===== src/design/pcm_bus_pkg.sv =====
////////////////////
// Widths of the sample ROM bus, the samples, volumes and the mixed output
////////////////////

package pcm_bus_pkg;

    ////////////////////
    // ROM port
    ////////////////////

    localparam int ROM_AW = 16;     // Sample ROM address
    localparam int ROM_DW = 8;      // One signed sample per byte

    localparam int NCH = 2;         // Channels sharing the ROM

    ////////////////////
    // Mixer
    ////////////////////

    localparam int VOL_W    = 4;    // Unsigned volume
    localparam int VOL_FRAC = 3;    // Volume 8 is unity gain
    localparam int MIX_W    = 16;   // Signed output

    // Sample byte lands in the top of the output word at unity gain
    localparam int MIX_SH = MIX_W - ROM_DW - VOL_FRAC;

    // Headroom for two scaled products before the clamp
    localparam int SUM_W = MIX_W + VOL_W + 1;

    localparam int MIX_MAX = 2**(MIX_W-1) - 1;
    localparam int MIX_MIN = -(2**(MIX_W-1));

endpackage


===== src/design/pcm_timing_pkg.sv =====
////////////////////
// Clock enable rates for the PCM player, all derived from the 48 MHz system clock
// Each rate is a step and limit pair for a fractional accumulator
////////////////////

package pcm_timing_pkg;

    // Accumulator, step and limit width
    localparam int CEN_W = 16;

    ////////////////////
    // Channel rates
    ////////////////////

    localparam logic [CEN_W-1:0] CH0_STEP = CEN_W'(1);      // 48 MHz / 125 = 384 kHz
    localparam logic [CEN_W-1:0] CH0_LIM  = CEN_W'(125);

    localparam logic [CEN_W-1:0] CH1_STEP = CEN_W'(1);      // 48 MHz / 96 = 500 kHz
    localparam logic [CEN_W-1:0] CH1_LIM  = CEN_W'(96);

    // Mixer rate, close to the 3.579545 MHz NTSC colour burst
    localparam logic [CEN_W-1:0] MIX_STEP = CEN_W'(3758);
    localparam logic [CEN_W-1:0] MIX_LIM  = CEN_W'(50393);

endpackage


===== src/design/cen_frac.sv =====
////////////////////
// Fractional clock enable, one pulse every lim/step clocks on average
// Set step and lim per instance, cen is a single cycle strobe
////////////////////

module cen_frac #(
    parameter logic [pcm_timing_pkg::CEN_W-1:0] step = pcm_timing_pkg::CEN_W'(1),
    parameter logic [pcm_timing_pkg::CEN_W-1:0] lim  = pcm_timing_pkg::CEN_W'(2)
) (
    input  logic clk,
    input  logic rst,
    output logic cen
);

    logic [pcm_timing_pkg::CEN_W-1:0] cnt;     // Modulo accumulator
    logic [pcm_timing_pkg::CEN_W:0]   nxt;     // One extra bit so the sum cannot wrap
    logic [pcm_timing_pkg::CEN_W:0]   nxt_sub;
    logic [pcm_timing_pkg::CEN_W:0]   absmax;  // Never reached in normal counting
    logic                             bad_cnt;

    always_comb begin
        nxt     = {1'b0, cnt} + {1'b0, step};
        nxt_sub = nxt - {1'b0, lim};
        absmax  = {1'b0, lim} + {1'b0, step};
        bad_cnt = {1'b0, cnt} >= absmax;
    end

    always_ff @(posedge clk) begin
        if (rst) begin
            cnt <= '0;
            cen <= 1'b0;
        end else if (bad_cnt) begin
            // Out of range count, start over
            cnt <= '0;
            cen <= 1'b1;
        end else if (nxt >= {1'b0, lim}) begin
            cnt <= nxt_sub[pcm_timing_pkg::CEN_W-1:0];  // Keep the remainder
            cen <= 1'b1;
        end else begin
            cnt <= nxt[pcm_timing_pkg::CEN_W-1:0];
            cen <= 1'b0;
        end
    end

endmodule


===== src/design/pcm_channel.sv =====
////////////////////
// One PCM channel, fetches a sample per enable from first to last address
// Holds the latest sample for the mixer until the next fetch lands
////////////////////

module pcm_channel (
    input  logic                                   clk,
    input  logic                                   rst,
    input  logic                                   cen,        // Sample rate strobe
    input  logic                                   start,      // Begin playback
    input  logic        [pcm_bus_pkg::ROM_AW-1:0]  addr_first,
    input  logic        [pcm_bus_pkg::ROM_AW-1:0]  addr_last,
    input  logic                                   gnt_ok,     // Fetch done, data valid
    input  logic        [pcm_bus_pkg::ROM_DW-1:0]  data,
    output logic                                   req,        // Fetch pending
    output logic        [pcm_bus_pkg::ROM_AW-1:0]  addr,       // Current fetch address
    output logic signed [pcm_bus_pkg::ROM_DW-1:0]  sample,     // Hold sample
    output logic                                   busy,
    output logic                                   done
);

    logic [pcm_bus_pkg::ROM_AW-1:0] last_q;    // End of range, latched at start
    logic                           at_last;
    logic                           fetch;

    assign at_last = addr == last_q;

    // Enables arriving with a fetch still out are lost, not queued
    assign fetch = cen && busy && !req;

    ////////////////////
    // Control
    ////////////////////

    always_ff @(posedge clk) begin
        if (rst) begin
            busy <= 1'b0;
            req  <= 1'b0;
            done <= 1'b0;
        end else begin
            done <= 1'b0;                   // Single cycle pulse
            if (start) begin
                busy <= 1'b1;
                req  <= 1'b0;
            end else if (req && gnt_ok) begin
                req <= 1'b0;
                if (at_last) begin
                    busy <= 1'b0;           // Falls with done
                    done <= 1'b1;
                end
            end else if (fetch) begin
                req <= 1'b1;
            end
        end
    end

    ////////////////////
    // Address walk
    ////////////////////

    always_ff @(posedge clk) begin
        if (start) begin
            addr   <= addr_first;
            last_q <= addr_last;
        end else if (req && gnt_ok && !at_last) begin
            addr <= addr + 1'b1;            // Next byte of the range
        end
    end

    ////////////////////
    // Hold sample
    ////////////////////

    // Cleared so the mixer never sees stale data from a previous run
    always_ff @(posedge clk) begin
        if (rst) begin
            sample <= '0;
        end else if (start) begin
            sample <= '0;
        end else if (req && gnt_ok) begin
            sample <= signed'(data);        // Visible the cycle after gnt_ok
        end
    end

endmodule


===== src/design/pcm_mixer.sv =====
////////////////////
// Two channel mixer with 4-bit volumes, saturating to a signed 16-bit output
// Updates on its own enable and flags each new output word
////////////////////

module pcm_mixer (
    input  logic                                   clk,
    input  logic                                   rst,
    input  logic                                   cen,      // Mixer rate strobe
    input  logic signed [pcm_bus_pkg::ROM_DW-1:0]  s0,
    input  logic signed [pcm_bus_pkg::ROM_DW-1:0]  s1,
    input  logic        [pcm_bus_pkg::VOL_W-1:0]   vol0,     // Gain in eighths
    input  logic        [pcm_bus_pkg::VOL_W-1:0]   vol1,
    output logic signed [pcm_bus_pkg::MIX_W-1:0]   snd,
    output logic                                   snd_sample
);

    logic signed [pcm_bus_pkg::SUM_W-1:0] p0;    // Scaled channel 0
    logic signed [pcm_bus_pkg::SUM_W-1:0] p1;    // Scaled channel 1
    logic signed [pcm_bus_pkg::SUM_W-1:0] sum;
    logic signed [pcm_bus_pkg::MIX_W-1:0] sat;

    ////////////////////
    // Scale and sum
    ////////////////////

    always_comb begin
        // Volume zero extended so the product stays signed
        p0  = (s0 * signed'({1'b0, vol0})) <<< pcm_bus_pkg::MIX_SH;
        p1  = (s1 * signed'({1'b0, vol1})) <<< pcm_bus_pkg::MIX_SH;
        sum = p0 + p1;
        if (sum > pcm_bus_pkg::MIX_MAX) begin
            sat = pcm_bus_pkg::MIX_W'(pcm_bus_pkg::MIX_MAX);     // Clip high
        end else if (sum < pcm_bus_pkg::MIX_MIN) begin
            sat = pcm_bus_pkg::MIX_W'(pcm_bus_pkg::MIX_MIN);     // Clip low
        end else begin
            sat = sum[pcm_bus_pkg::MIX_W-1:0];
        end
    end

    ////////////////////
    // Output register
    ////////////////////

    always_ff @(posedge clk) begin
        if (rst) begin
            snd        <= '0;
            snd_sample <= 1'b0;
        end else begin
            snd_sample <= cen;          // Marks the cycle snd changes
            if (cen) begin
                snd <= sat;
            end
        end
    end

endmodule


===== src/design/pcm_player_top.sv =====
////////////////////
// Two channel PCM player on a shared sample ROM, 48 MHz system clock
// Start each channel with an address range and a volume, snd carries the mix
////////////////////

module pcm_player_top (
    input  logic                                   clk,
    input  logic                                   rst,
    // Channel 0 control
    input  logic                                   ch0_start,
    input  logic        [pcm_bus_pkg::ROM_AW-1:0]  ch0_addr_first,
    input  logic        [pcm_bus_pkg::ROM_AW-1:0]  ch0_addr_last,
    input  logic        [pcm_bus_pkg::VOL_W-1:0]   ch0_vol,
    output logic                                   ch0_busy,
    output logic                                   ch0_done,
    // Channel 1 control
    input  logic                                   ch1_start,
    input  logic        [pcm_bus_pkg::ROM_AW-1:0]  ch1_addr_first,
    input  logic        [pcm_bus_pkg::ROM_AW-1:0]  ch1_addr_last,
    input  logic        [pcm_bus_pkg::VOL_W-1:0]   ch1_vol,
    output logic                                   ch1_busy,
    output logic                                   ch1_done,
    // Sample ROM
    output logic        [pcm_bus_pkg::ROM_AW-1:0]  rom_addr,
    output logic                                   rom_cs,
    input  logic        [pcm_bus_pkg::ROM_DW-1:0]  rom_data,
    input  logic                                   rom_ok,
    // Sound out
    output logic signed [pcm_bus_pkg::MIX_W-1:0]   snd,
    output logic                                   snd_sample
);

    logic                                  cen_ch0;
    logic                                  cen_ch1;
    logic                                  cen_mix;
    logic        [pcm_bus_pkg::NCH-1:0]    req;         // Fetch requests
    logic        [pcm_bus_pkg::NCH-1:0]    gnt_ok;
    logic        [pcm_bus_pkg::ROM_AW-1:0] ch0_addr;
    logic        [pcm_bus_pkg::ROM_AW-1:0] ch1_addr;
    logic        [pcm_bus_pkg::ROM_DW-1:0] rom_q;       // Data back to channels
    logic signed [pcm_bus_pkg::ROM_DW-1:0] ch0_sample;
    logic signed [pcm_bus_pkg::ROM_DW-1:0] ch1_sample;

    ////////////////////
    // Rate generators
    ////////////////////

    cen_frac #(.step(pcm_timing_pkg::CH0_STEP), .lim(pcm_timing_pkg::CH0_LIM)) i_cen_ch0 (
        .clk(clk), .rst(rst), .cen(cen_ch0)
    );

    cen_frac #(.step(pcm_timing_pkg::CH1_STEP), .lim(pcm_timing_pkg::CH1_LIM)) i_cen_ch1 (
        .clk(clk), .rst(rst), .cen(cen_ch1)
    );

    cen_frac #(.step(pcm_timing_pkg::MIX_STEP), .lim(pcm_timing_pkg::MIX_LIM)) i_cen_mix (
        .clk(clk), .rst(rst), .cen(cen_mix)
    );

    ////////////////////
    // Channels
    ////////////////////

    pcm_channel i_ch0 (
        .clk(clk), .rst(rst), .cen(cen_ch0), .start(ch0_start),
        .addr_first(ch0_addr_first), .addr_last(ch0_addr_last),
        .gnt_ok(gnt_ok[0]), .data(rom_q), .req(req[0]), .addr(ch0_addr),
        .sample(ch0_sample), .busy(ch0_busy), .done(ch0_done)
    );

    pcm_channel i_ch1 (
        .clk(clk), .rst(rst), .cen(cen_ch1), .start(ch1_start),
        .addr_first(ch1_addr_first), .addr_last(ch1_addr_last),
        .gnt_ok(gnt_ok[1]), .data(rom_q), .req(req[1]), .addr(ch1_addr),
        .sample(ch1_sample), .busy(ch1_busy), .done(ch1_done)
    );

    ////////////////////
    // ROM sharing and mix
    ////////////////////

    rom_arbiter i_arb (
        .clk(clk), .rst(rst), .req(req), .addr0(ch0_addr), .addr1(ch1_addr),
        .rom_data(rom_data), .rom_ok(rom_ok), .gnt_ok(gnt_ok),
        .rom_addr(rom_addr), .rom_cs(rom_cs), .data(rom_q)
    );

    pcm_mixer i_mix (
        .clk(clk), .rst(rst), .cen(cen_mix), .s0(ch0_sample), .s1(ch1_sample),
        .vol0(ch0_vol), .vol1(ch1_vol), .snd(snd), .snd_sample(snd_sample)
    );

endmodule


===== src/design/rom_arbiter.sv =====
////////////////////
// Shares the sample ROM port between the two channels
// Serves one fetch at a time, round robin on ties
////////////////////

module rom_arbiter (
    input  logic                            clk,
    input  logic                            rst,
    input  logic [pcm_bus_pkg::NCH-1:0]     req,
    input  logic [pcm_bus_pkg::ROM_AW-1:0]  addr0,
    input  logic [pcm_bus_pkg::ROM_AW-1:0]  addr1,
    input  logic [pcm_bus_pkg::ROM_DW-1:0]  rom_data,
    input  logic                            rom_ok,     // ROM answer strobe
    output logic [pcm_bus_pkg::NCH-1:0]     gnt_ok,     // Per channel completion
    output logic [pcm_bus_pkg::ROM_AW-1:0]  rom_addr,
    output logic                            rom_cs,
    output logic [pcm_bus_pkg::ROM_DW-1:0]  data        // Shared return bus
);

    logic owner;        // Channel holding the ROM
    logic last;         // Channel served most recently
    logic win;          // Arbitration result for an idle port
    logic fin;

    ////////////////////
    // Round robin choice
    ////////////////////

    always_comb begin
        case (req)
            2'b01:   win = 1'b0;
            2'b10:   win = 1'b1;
            2'b11:   win = ~last;       // Tie goes to the other peer
            default: win = last;
        endcase
    end

    assign fin = rom_cs && rom_ok;

    ////////////////////
    // ROM port
    ////////////////////

    always_ff @(posedge clk) begin
        if (rst) begin
            rom_cs <= 1'b0;
            owner  <= 1'b0;
            last   <= 1'b1;             // Channel 0 wins the first tie
        end else if (!rom_cs) begin
            if (|req) begin
                rom_cs <= 1'b1;
                owner  <= win;
            end
        end else if (rom_ok) begin
            rom_cs <= 1'b0;
            last   <= owner;
        end
    end

    // Address only loads while idle, held steady during the access
    always_ff @(posedge clk) begin
        if (!rom_cs && |req) begin
            rom_addr <= win ? addr1 : addr0;
        end
    end

    ////////////////////
    // Return path
    ////////////////////

    assign gnt_ok[0] = fin && !owner;
    assign gnt_ok[1] = fin && owner;
    assign data      = rom_data;    // Valid only with gnt_ok

endmodule


===== config.mk =====
export PLATFORM = sky130hd
export DESIGN_NAME = pcm_player_top
export DESIGN_NICKNAME = d
export VERILOG_FILES = /design/src/design/pcm_bus_pkg.sv /design/src/design/pcm_timing_pkg.sv /design/src/design/cen_frac.sv /design/src/design/pcm_channel.sv /design/src/design/pcm_mixer.sv /design/src/design/pcm_player_top.sv /design/src/design/rom_arbiter.sv
export SDC_FILE = /design/constraint.sdc
export NUM_CORES = 1
export LEC_CHECK = 0
export BUFFER_PORTS_ARGS = -buffer_cell sky130_fd_sc_hd__buf_2
export CELL_PAD_IN_SITES_DETAIL_PLACEMENT = 0
export CELL_PAD_IN_SITES_GLOBAL_PLACEMENT = 2
export CORE_MARGIN = 8
export CORE_UTILIZATION = 28
export CTS_BUF_LIST = sky130_fd_sc_hd__clkbuf_4 sky130_fd_sc_hd__clkbuf_8 sky130_fd_sc_hd__clkbuf_16
export CTS_CLUSTER_SIZE = 12
export DETAILED_ROUTE_END_ITERATION = 10
export PLACE_DENSITY_LB_ADDON = 0.1
export RECOVER_POWER = 50
export SYNTH_ARGS = -nofsm -noshare
export SYNTH_HDL_FRONTEND = slang
export SYNTH_SLANG_ARGS = --single-unit

===== constraint.sdc =====
create_clock -name clk -period 14.9 [get_ports clk]
set_input_delay 2.98 -clock clk [delete_from_list [all_inputs] [get_ports clk]]
set_output_delay 2.98 -clock clk [all_outputs]
set_load 0.03 [all_outputs]

==> impl_metrics.toml, run 1 <==
[floorplan]
row_count = 75
core_region_area_um2 = 41600
die_width_um = 220
chipHeight_um = 220
boundaryPins = 123
floorplan.initialDensity = 0.281
floorplan.die_area_um2 = 48600

[drt]
drt_drc_violations_left = 0
route.detailed.vias_per_inst = 4.69
wl_per_cell_um = 17.1
postRouteAntennaNets = 0
drt_iter0_markers = 399
detailed_router_iteration_count_before_antenna_repair = 6
dr_total_vias = 8930
routed_wl_um = 32500

[critical_path]
cp-startpoint = "ch1_vol[2]"
timing.rr.start = "i_ch1.sample[2]"
cp-endpoint = "i_mix.snd[10]"
crit_path_top_delay_cell = "fa_1"
critical_path_required_ns = 15.23
cp_num_buf_inv = 3
timing.critical_path.slowest_cell_delay_ns = 0.53
total_stage_count_of_the_critical_path = 24
kind_of_end_point_of_the_critical_path = "flip-flop"
reg2regPathDepth = 23
crit_fanout = 8
crit_type = "in -> reg"
timing.reg2reg.setup_slack_ns = 9.46
worst_path_dominant_cell_family = "compound AO/OA/AOI/OAI gates"
worstReg2RegEnd = "i_mix.snd[10]"
worst_ep_arrival_time_ns = 8.10
crit_path_cell_trace = "buf_2 > and2_1 > ha_1 > inv_1 > fa_1 > inv_1 > fa_1 > ha_1 > nor2b_1 > o21ai_0 > a21boi_0 > o21ai_0 > nand2b_1 > a21o_1 > a21oi_1 > xnor2_1 > ha_1 > a21oi_1 > o2111ai_1 > o211ai_1 > xnor2_1 > o31a_1 > and2_1 > a221o_1"
start_kind = "input pin"
path_common_cell = "ha_1"

[grt]
global_route.overflow_total = 0
grt_start_max_net_pins = 52
grt_pass1_wl_um = 52300
globalRouteTotalUtil = 0.138
first_global_vias = 9296
antenna_found_initial = 1

[layout]
fin_nets = 1551
area.growth.synth_to_final_pct = 14.6
final_layout_size_suffix_gt1_frac = 0.142
layoutNonFillerInstCount = 1906
diodes = 0
design_area_um2 = 13400
final_core_util = 0.322
fill_cells = 4390

[synth]
ys.warnings.count = 0
synth_compound_gate_area_share = 0.131
synth_top_area_share = 0.205
synthSimpleGateAreaFrac = 0.187
synth_fa_ha_area_frac = 0.142
syn_area_per_cell_um2 = 9.31
yosys.area.top_type = "edfxtp_1"
synth_mux_area_frac = 0.0225
ys_async_sr_fraction = 0
combinational_family_with_the_most_area_after_synthesis = "simple AND/OR/NAND/NOR gates"
synth-edff-count = 80
area_share_of_xor_xnor_cells_in_the_synthesized_design = 0.108
synth_top_cells_by_area = "edfxtp_1 (21%), dfxtp_1 (15%), ha_1 (8.2%)"
ys_seq_area_frac = 0.358
yosysUniqueCellTypes = 80
ys_dominant_reg_cell = "dfxtp_1"
syn_area_um2 = 11700
postSynthNetCount = 1453
synth_seq_cells = 169
synthCells = 1256

[timing]
setup_total_negative_slack_ns = 0
rsz0062_at_grt = "false"
slew-limit-headroom = -0.518
maxClockFrequency_mhz = 129
final_period_minus_worst_setup_slack_ns = 7.77
finalCritPeriodShare = 0.522
final_max_slew_viol_count = 123
max_slew.worst_pin.slew_ns = 2.28
skew_ns = 0.0105
finalHoldViolCount = 0
setup_violations = 0

[placement]
post_dp_hpwl_um = 25600
io_buffers = 122
post_dp_cell_area_um2 = 12800
dp_cells = 1874
routabilityCongestion = 0.766

[clock_tree]
cts.repair.resized = 0
cts_hold_buffers = 0
cts_clock_pin_slew_for_the_worst_setup_and_hold_paths_ns = 0.07
clk_root_buffer_cell = "clkbuf_16"
cts-buffers-inserted = 17
cts_post_setup_buffers_inserted = 0
cts_tree = "done"
cts_num_sinks = 169
cts_htree_levels = 4
cts_buffer_depth = 2
clk-insertion-delay-late_ns = 0.45

[job]
drv_cap = 3

[power_and_ir_drop]
switchingPower_mw = 0.452
pwr_density_cell_nw_per_um2 = 101
sequential_power_share = 0.434
switching_part_of_the_total = 0.332
internal_power_component_mw = 0.908
power_frac_clock = 0.347
combinationalPowerShare = 0.219
power_leakage_nw = 5.68
vdd.ir_drop.worst_uv = 71.6

[run_status]
status = "complete, but fails checks"
violated_checks = "capacitance limit, slew limit"

[worst_hold_path]
timing.hold.worst_path_depth = 2
worst_hold_path_type = "reg -> reg"
-- state kept, by name (all words and copies together), names as in the netlist --
register and count:
i_mix.snd 12, i_arb.last 1, i_cen_ch1.cnt 16, i_cen_ch0.cnt 16, i_ch1.last_q 16, i_cen_ch1.cen 1
i_arb.rom_addr 16, i_ch0.done 1, i_ch1.sample 8, i_mix.snd_sample 1, i_ch0.sample 8, i_ch0.req 1
i_ch1.done 1, i_cen_mix.cen 1, i_ch0.last_q 16, i_ch0.busy 1, i_arb.rom_cs 1, i_arb.owner 1
i_ch1.busy 1, i_ch0.addr 16, i_ch1.addr 16, i_cen_ch0.cen 1, i_cen_mix.cnt 16, i_ch1.req 1
-- worst reg2reg max path, stage by stage (launching register included) --
cell and delay, ns:
dfxtp_1 0.37, and2_1 0.16, ha_1 0.27, inv_1 0.05, fa_1 0.53, inv_1 0.06, fa_1 0.47, ha_1 0.35
nor2b_1 0.14, o21ai_0 0.21, a21boi_0 0.15, o21ai_0 0.19, nand2b_1 0.10, a21o_1 0.19, a21oi_1 0.20, xnor2_1 0.18
ha_1 0.33, a21oi_1 0.21, o2111ai_1 0.15, o211ai_1 0.13, xnor2_1 0.10, o31a_1 0.29, and2_1 0.25, a221o_1 0.27
-- power by group through the flow --
stage                     logic, mW  clock network [mW]  registers [mW]
after floorplan               0.241                   0           0.573
after global placement        0.304                   0           0.604
after detailed placement      0.301                   0           0.602
after CTS                     0.304               0.487           0.592
after global routing          0.335               0.506           0.600
final                         0.298               0.472           0.590
-- Yosys cell counts, types with 20 or more instances --
master	count
nand3_1	33
xnor2_1	73
fa_1	35
nor2b_1	20
ha_1	77
a21oi_1	50
dfxtp_1	89
edfxtp_1	80
nand4_1	20
o21ai_0	59
xor2_1	67
nand2_1	104
nor2_1	99
clkbuf_1	29
a22o_1	20
and2_1	58
inv_1	101
-- per-layer routing --
metal  track usage  up-vias  part of all wire
li1              -     4545                 -
met3        0.0355       17             0.042
met2         0.233      130              0.48
met1         0.174     4238              0.46
met4        0.0333        0             0.011
met5             0        -                 0
-- layout make-up --
type                            instances  area (µm²)  share of cell area
Multi-Input combinational cell        937        6910               0.516
Sequential cell                       169        4180               0.312
Tap cell                              539         674              0.0503
Timing Repair Buffer                  128         641              0.0478
Clock buffer                           17         425              0.0317
Inverter                              101         379              0.0283
Clock inverter                         15         186              0.0139
-- layout by cell type, fill, tap and decap left out, types with 6 or more instances in the layout --
| cell | count |
|---|---|
| and2_1 | 58 |
| and3_1 | 10 |
| edfxtp_1 | 80 |
| o21ai_0 | 59 |
| a21oi_1 | 50 |
| o21bai_1 | 6 |
| a22o_1 | 20 |
| nand2b_1 | 10 |
| nand3_1 | 33 |
| a21o_1 | 13 |
| nor4_1 | 16 |
| xnor2_1 | 73 |
| nor3_1 | 19 |
| nand2_1 | 104 |
| dfxtp_1 | 89 |
| clkbuf_1 | 6 |
| nor2b_1 | 20 |
| or2_2 | 7 |
| or3_1 | 8 |
| mux2i_1 | 6 |
| mux2_2 | 18 |
| inv_1 | 101 |
| nand4_1 | 20 |
| clkbuf_16 | 17 |
| ha_1 | 77 |
| fa_1 | 35 |
| nor2_1 | 99 |
| xor2_1 | 67 |
| a221o_1 | 6 |
| buf_2 | 119 |
-- per-stage QoR --
stage	setup slack, ns	hold slack [ns]	power (mW)
global placement	6.73	0.450	0.908
floorplan	7.26	0.429	0.814
CTS	7.14	0.481	1.38
global route	6.71	0.508	1.44
detailed placement	6.66	0.464	0.903
finish	7.13	0.474	1.36
-- cells by family after synthesis --
logic type	after synthesis
and+or+nand+nor	431
AOI/OAI and AO/OA	228
DFF	169
buffers and inverters	150
xor gates and xnor gates	142
adders and majority gates	112
muxes	24
-- worst min-delay path by stage --
| stage | startpoint | endpoint | slack [ns] |
|---|---|---|---|
| after floorplan | i_cen_ch1.cnt[15] | i_cen_ch1.cnt[15] | 0.43 |
| after global placement | i_cen_ch1.cnt[15] | i_cen_ch1.cnt[15] | 0.45 |
| after CTS | i_cen_ch1.cnt[15] | i_cen_ch1.cnt[15] | 0.48 |
| after global routing | i_mix.snd[6] | i_mix.snd[6] | 0.51 |
| final | i_cen_ch1.cnt[15] | i_cen_ch1.cnt[15] | 0.47 |
| after detailed placement | i_cen_ch1.cnt[15] | i_cen_ch1.cnt[15] | 0.46 |
No activity file was read; power rests on OpenSTA's default activity.
==> inputs of run 2 (changes only) <==
- clock period: 14.9 -> 7.38 ns (I/O delays scaled with it)
==> run 2 against run 1 <==
Effect of this change:
- the run still ends with capacitance limit, slew limit left
- worst setup slack got worse by 6.0 ns
- cell area decreased by 0.19%
- combinational power up 100%
- total power up 100%
- flip-flop and latch count did not move
- highest routed layer unchanged
==> impl_metrics.toml, run 2 (synthesized netlist as in run 1, its figures left out) <==
[critical_path]
start_kind = "input pin"
crit_fanout = 10
critical_path_required_ns = 7.77
crit_type = "in -> reg"
crit_path_top_delay_cell = "fa_1"
worst_ep_arrival_time_ns = 6.64
timing.reg2reg.setup_slack_ns = 1.96
crit_path_cell_trace = "buf_2 > and2_1 > ha_1 > inv_1 > fa_1 > inv_1 > fa_1 > ha_1 > a21oi_1 > o21ai_0 > a21oi_1 > o21bai_1 > a21oi_1 > xnor2_1 > ha_1 > and2_1 > o21ai_1 > nor2b_1 > o311ai_1 > a31oi_1 > a21boi_2 > a221o_1"
timing.rr.start = "i_ch0.sample[2]"
worstReg2RegEnd = "i_mix.snd[11]"
kind_of_end_point_of_the_critical_path = "flip-flop"
timing.critical_path.slowest_cell_delay_ns = 0.52
reg2regPathDepth = 20

[layout]
design_area_um2 = 13400
fill_cells = 4407
layoutNonFillerInstCount = 1906
fin_nets = 1551
diodes = 0
final_common_cell = "buf_2"
layout_common_cells = "buf_2 (119), nand2_1 (104), inv_1 (101), nor2_1 (99), dfxtp_1 (89)"
area.growth.synth_to_final_pct = 14.4
final_layout_size_suffix_gt1_frac = 0.142
final_core_util = 0.322

[clock_tree]
cts.repair.resized = 0
cts_clock_pin_slew_for_the_worst_setup_and_hold_paths_ns = 0.07
clk-insertion-delay-late_ns = 0.45
cts_buffer_depth = 2
cts_post_setup_buffers_inserted = 0
cts_hold_buffers = 0
cts_num_sinks = 169
cts-buffers-inserted = 17
clk_root_buffer_cell = "clkbuf_16"
cts_tree = "done"
cts_htree_levels = 4

[grt]
grt_pass1_wl_um = 52300
antenna_found_initial = 0
first_global_vias = 9361
globalRouteTotalUtil = 0.138
grt_start_max_net_pins = 52
global_route.overflow_total = 0

[placement]
routabilityCongestion = 0.766
post_dp_cell_area_um2 = 12800
io_buffers = 122
dp_cells = 1874
post_dp_hpwl_um = 25300

[timing]
finalHoldViolCount = 0
slew-limit-headroom = -0.503
finalCritPeriodShare = 0.847
setup_violations = 0
final_max_slew_viol_count = 123
max_slew.worst_pin.slew_ns = 2.25
setup_total_negative_slack_ns = 0
final_period_minus_worst_setup_slack_ns = 6.25
skew_ns = 0.0158
rsz0062_at_grt = "false"
maxClockFrequency_mhz = 160

[floorplan]
floorplan.initialDensity = 0.281
row_count = 75
floorplan.die_area_um2 = 48600
core_region_area_um2 = 41600
die_width_um = 220
chipHeight_um = 220
boundaryPins = 123

[job]
drv_cap = 3

[drt]
dr_total_vias = 8946
drt_drc_violations_left = 0
route.detailed.vias_per_inst = 4.69
postRouteAntennaNets = 0
detailed_router_iteration_count_before_antenna_repair = 4
wl_per_cell_um = 17.0
routed_wl_um = 32300
drt_iter0_markers = 387

[run_status]
violated_checks = "capacitance limit, slew limit"
status = "complete, but fails checks"

[power_and_ir_drop]
power_leakage_nw = 5.68
vdd.ir_drop.worst_uv = 137
pwr_density_cell_nw_per_um2 = 204

[worst_hold_path]
timing.hold.worst_path_depth = 2
capture_endpoint_of_the_worst_hold_path = "i_cen_ch1.cnt[15]"
min_from = "i_cen_ch1.cnt[15]"
worst_hold_path_type = "reg -> reg"
-- run 2: cell types whose count changed in the layout (fill, tap and decap cells not counted), sizes merged --
| cell | change |
|---|---|
| buf | -1 |
| clkbuf | +1 |
| clkinv | +1 |
| clkinvlp | -1 |
-- run 2: stage by stage --
stage          hold WS [ns]  power [mW]  worst slack [ns]
2_1_floorplan         0.429        1.64              1.24
3_3_place_gp          0.449        1.83             0.724
3_5_place_dp          0.457        1.82             0.694
4_1_cts               0.476        2.77              1.17
5_1_grt               0.491        2.89             0.651
6_report              0.469        2.73              1.13
-- run 2: how the worst max path moves through the flow --
| stage | start | end | slack (ns) | cells after the start |
|---|---|---|---|---|
| 6_report | ch1_vol[2] | i_mix.snd[11] | 1.13 | 22 |
| 5_1_grt | ch0_vol[2] | i_mix.snd[12] | 0.65 | 21 |
| 4_1_cts | ch1_vol[2] | i_mix.snd[11] | 1.17 | 24 |
| 3_5_place_dp | ch1_vol[2] | i_mix.snd[11] | 0.69 | 24 |
| 3_3_place_gp | ch1_vol[2] | i_mix.snd[13] | 0.72 | 24 |
| 2_1_floorplan | ch1_vol[2] | i_mix.snd[11] | 1.24 | 24 |
-- run 2: critical path: cells and delay by family --
kind | cells | cell delay, ns
AOI/OAI and AO/OA | 10 | 2.27
adders and majority gates | 5 | 1.96
and+or+nand+nor | 3 | 0.53
buffers and inverters | 3 | 0.25
xor gates and xnor gates | 1 | 0.13
-- run 2: power breakdown --
group | internal (mW) | switching, mW | total (mW) | leakage, nW
Combinational | 0.252 | 0.350 | 0.602 | 3.88
Clock | 0.507 | 0.425 | 0.932 | 0.295
Sequential | 1.07 | 0.124 | 1.19 | 1.50
Total | 1.83 | 0.899 | 2.73 | 5.68
-- run 2: per-layer routing --
metal | track usage | vias to the layer above | part of all wire
li1 | - | 4546 | -
met1 | 0.176 | 4213 | 0.47
met2 | 0.228 | 159 | 0.47
met3 | 0.0334 | 28 | 0.040
met4 | 0.0414 | 0 | 0.017
met5 | 0 | - | 0
-- run 2: area by class of cell --
| type | count | area [µm²] | share of cell area |
|---|---|---|---|
| multi-input cells | 937 | 6910 | 0.517 |
| flip-flops and latches | 169 | 4180 | 0.313 |
| well taps | 539 | 674 | 0.0504 |
| repair buffers | 128 | 637 | 0.0476 |
| clock buffers | 17 | 425 | 0.0318 |
| inverters | 101 | 379 | 0.0283 |
| clock inverters | 15 | 165 | 0.0123 |
==> inputs of run 3 (changes only) <==
- clock period: 7.38 -> 6 ns (I/O delays scaled with it)
==> run 3 against run 2 <==
Effect of this change:
- the flow still finishes with violations (capacitance limit, slew limit)
- cell count is 2.5% higher
- first-iteration DRC count is 18% higher
- via count is 2.0% higher
- critical path type unchanged
- largest cell class unchanged
- largest power group unchanged
==> impl_metrics.toml, run 3 (synthesized netlist as in run 1, its figures left out) <==
[layout]
final_core_util = 0.331
layout_common_cells = "buf_2 (117), nand2_1 (104), inv_1 (101), nor2_1 (99), dfxtp_1 (89)"
area.growth.synth_to_final_pct = 17.8
fill_cells = 4350
diodes = 0
design_area_um2 = 13800
regArea_um2 = 4180
multi_input_comb_area_um2 = 6950
final_common_cell = "buf_2"
fin_nets = 1599
final_layout_size_suffix_gt1_frac = 0.175

[floorplan]
die_width_um = 220
chipHeight_um = 220
floorplan.die_area_um2 = 48600
boundaryPins = 123
core_region_area_um2 = 41600
floorplan.initialDensity = 0.281
row_count = 75

[critical_path]
start_kind = "input pin"
crit_path_cell_trace = "buf_2 > and2_1 > ha_1 > inv_1 > fa_1 > inv_1 > fa_1 > ha_1 > a21oi_1 > o21ai_0 > a21oi_1 > o21bai_1 > a21oi_2 > o21bai_1 > a21oi_1 > xnor2_1 > ha_1 > nor3b_1 > nand2_1 > o311ai_1 > buf_4 > o31a_1 > and2_2 > a221o_1"
crit_fanout = 7
critical_path_required_ns = 6.33
reg2regPathDepth = 23
timing.rr.start = "i_ch1.sample[3]"
kind_of_end_point_of_the_critical_path = "flip-flop"
timing.critical_path.slowest_cell_delay_ns = 0.52
worst_ep_arrival_time_ns = 6.03
worstReg2RegEnd = "i_mix.snd[11]"
crit_type = "in -> reg"
timing.reg2reg.setup_slack_ns = 0.85
crit_path_top_delay_cell = "fa_1"

[drt]
wl_per_cell_um = 16.8
postRouteAntennaNets = 0
routed_wl_um = 32800
drt_drc_violations_left = 0
route.detailed.vias_per_inst = 4.67
drt_iter0_markers = 456
detailed_router_iteration_count_before_antenna_repair = 5
dr_total_vias = 9124

[power_and_ir_drop]
combinationalPowerShare = 0.219
switchingPower_mw = 1.11
power_leakage_nw = 5.90
internal_power_component_mw = 2.25
switching_part_of_the_total = 0.329
power_frac_clock = 0.345
pwr_density_cell_nw_per_um2 = 244
totalPowerFinal_mw = 3.36
vdd.ir_drop.worst_uv = 179
sequential_power_share = 0.436

[timing]
post-route-worst-setup-slack_ns = 0.304
finalHoldViolCount = 0
maxClockFrequency_mhz = 176
skew_ns = 0.0141
final_max_slew_viol_count = 123
finalCritPeriodShare = 0.949
slew-limit-headroom = -0.526
timing.hold.ws_ns = 0.470
setup_violations = 0
final_period_minus_worst_setup_slack_ns = 5.70
max_slew.worst_pin.slew_ns = 2.29

[worst_hold_path]
min_from = "i_cen_ch1.cnt[15]"
capture_endpoint_of_the_worst_hold_path = "i_cen_ch1.cnt[15]"
timing.hold.worst_path_depth = 2
worst_hold_path_type = "reg -> reg"

[grt]
grt_use_met3 = 0.0329
globalRouteTotalUtil = 0.140
fraction_of_met1_tracks_used_by_global_routing = 0.173
most_crowded_layer_gr = "met2"
global_route.overflow_total = 0
antenna_found_initial = 0
grt_use_met2 = 0.237
first_global_vias = 9410
grt_pass1_wl_um = 52500
grt_start_max_net_pins = 52

[clock_tree]
cts-buffers-inserted = 17
cts_clock_pin_slew_for_the_worst_setup_and_hold_paths_ns = 0.07
cts_tree = "done"
clk_root_buffer_cell = "clkbuf_16"
cts_htree_levels = 4
clk-insertion-delay-late_ns = 0.46
cts_hold_buffers = 0
cts_buffer_depth = 2
cts_num_sinks = 169

[run_status]
violated_checks = "capacitance limit, slew limit"
status = "complete, but fails checks"

[placement]
post_dp_cell_area_um2 = 13100
post_dp_hpwl_um = 25900
routabilityCongestion = 0.762
io_buffers = 122
placement.setup.worst_slack_ns = -0.340

[job]
drv_cap = 3
run 3: changes by cell type in the layout (fill, tap and decap cells not counted), moves of 2 or more:
cell / delta
clkbuf_1: +3
o21ai_1: +2
o21ai_0: -3
buf_2: -2
a21boi_0: -2
buf_4: +47
a21boi_1: +2
clkinvlp_4: +3
clkinv_4: -3
a21oi_2: +4
a21oi_1: -4
run 3: area by class of cell:
class	instances	share of cell area
flip-flops and latches	169	0.304
multi-input cells	937	0.504
clock inverters	14	0.0120
clock buffers	18	0.0314
inverters	101	0.0275
repair buffers	176	0.0719
well taps	539	0.0490
run 3: per-layer routing:
metal	wire, µm	vias up
met2	15800	141
li1	-	4643
met3	1240	31
met5	0	-
met4	541	0
met1	15200	4309
run 3: critical path: cells and delay by family:
kind | cells | cell delay (ns)
adders and majority gates | 5 | 1.91
AOI/OAI and AO/OA | 10 | 1.69
and+or+nand+nor | 4 | 0.65
buffers and inverters | 4 | 0.39
xor gates and xnor gates | 1 | 0.17
run 3: per-stage QoR:
step | TNS, ns | cells
6_report | 0 | 1954
5_1_grt | -0.00676 | 1954
3_3_place_gp | -2.98 | 1919
2_1_floorplan | 0 | 1256
3_5_place_dp | -3.37 | 1919
4_1_cts | 0 | 1951
run 3: power groups by stage:
| stage | clock network [mW] | logic (mW) | registers [mW] |
|---|---|---|---|
| 6_report | 1.16 | 0.736 | 1.47 |
| 5_1_grt | 1.25 | 0.836 | 1.49 |
| 4_1_cts | 1.21 | 0.747 | 1.47 |
| 3_5_place_dp | 0 | 0.743 | 1.49 |
| 3_3_place_gp | 0 | 0.755 | 1.50 |
| 2_1_floorplan | 0 | 0.597 | 1.42 |
run 3: repair_timing:
action                                  in CTS  in global routing
buffers inserted                             0                  3
resized for setup                            0                 13
endpoints found under the setup margin       0                 11
run 3: worst max path at each step:
stage,start,to,depth (start not counted)
finish,ch1_vol[2],i_mix.snd[11],24
floorplan,ch1_vol[2],i_mix.snd[11],24
CTS,ch1_vol[2],i_mix.snd[7],24
global placement,ch1_vol[2],i_mix.snd[11],24
detailed placement,ch1_vol[2],i_mix.snd[7],24
global route,ch1_vol[2],i_mix.snd[11],24
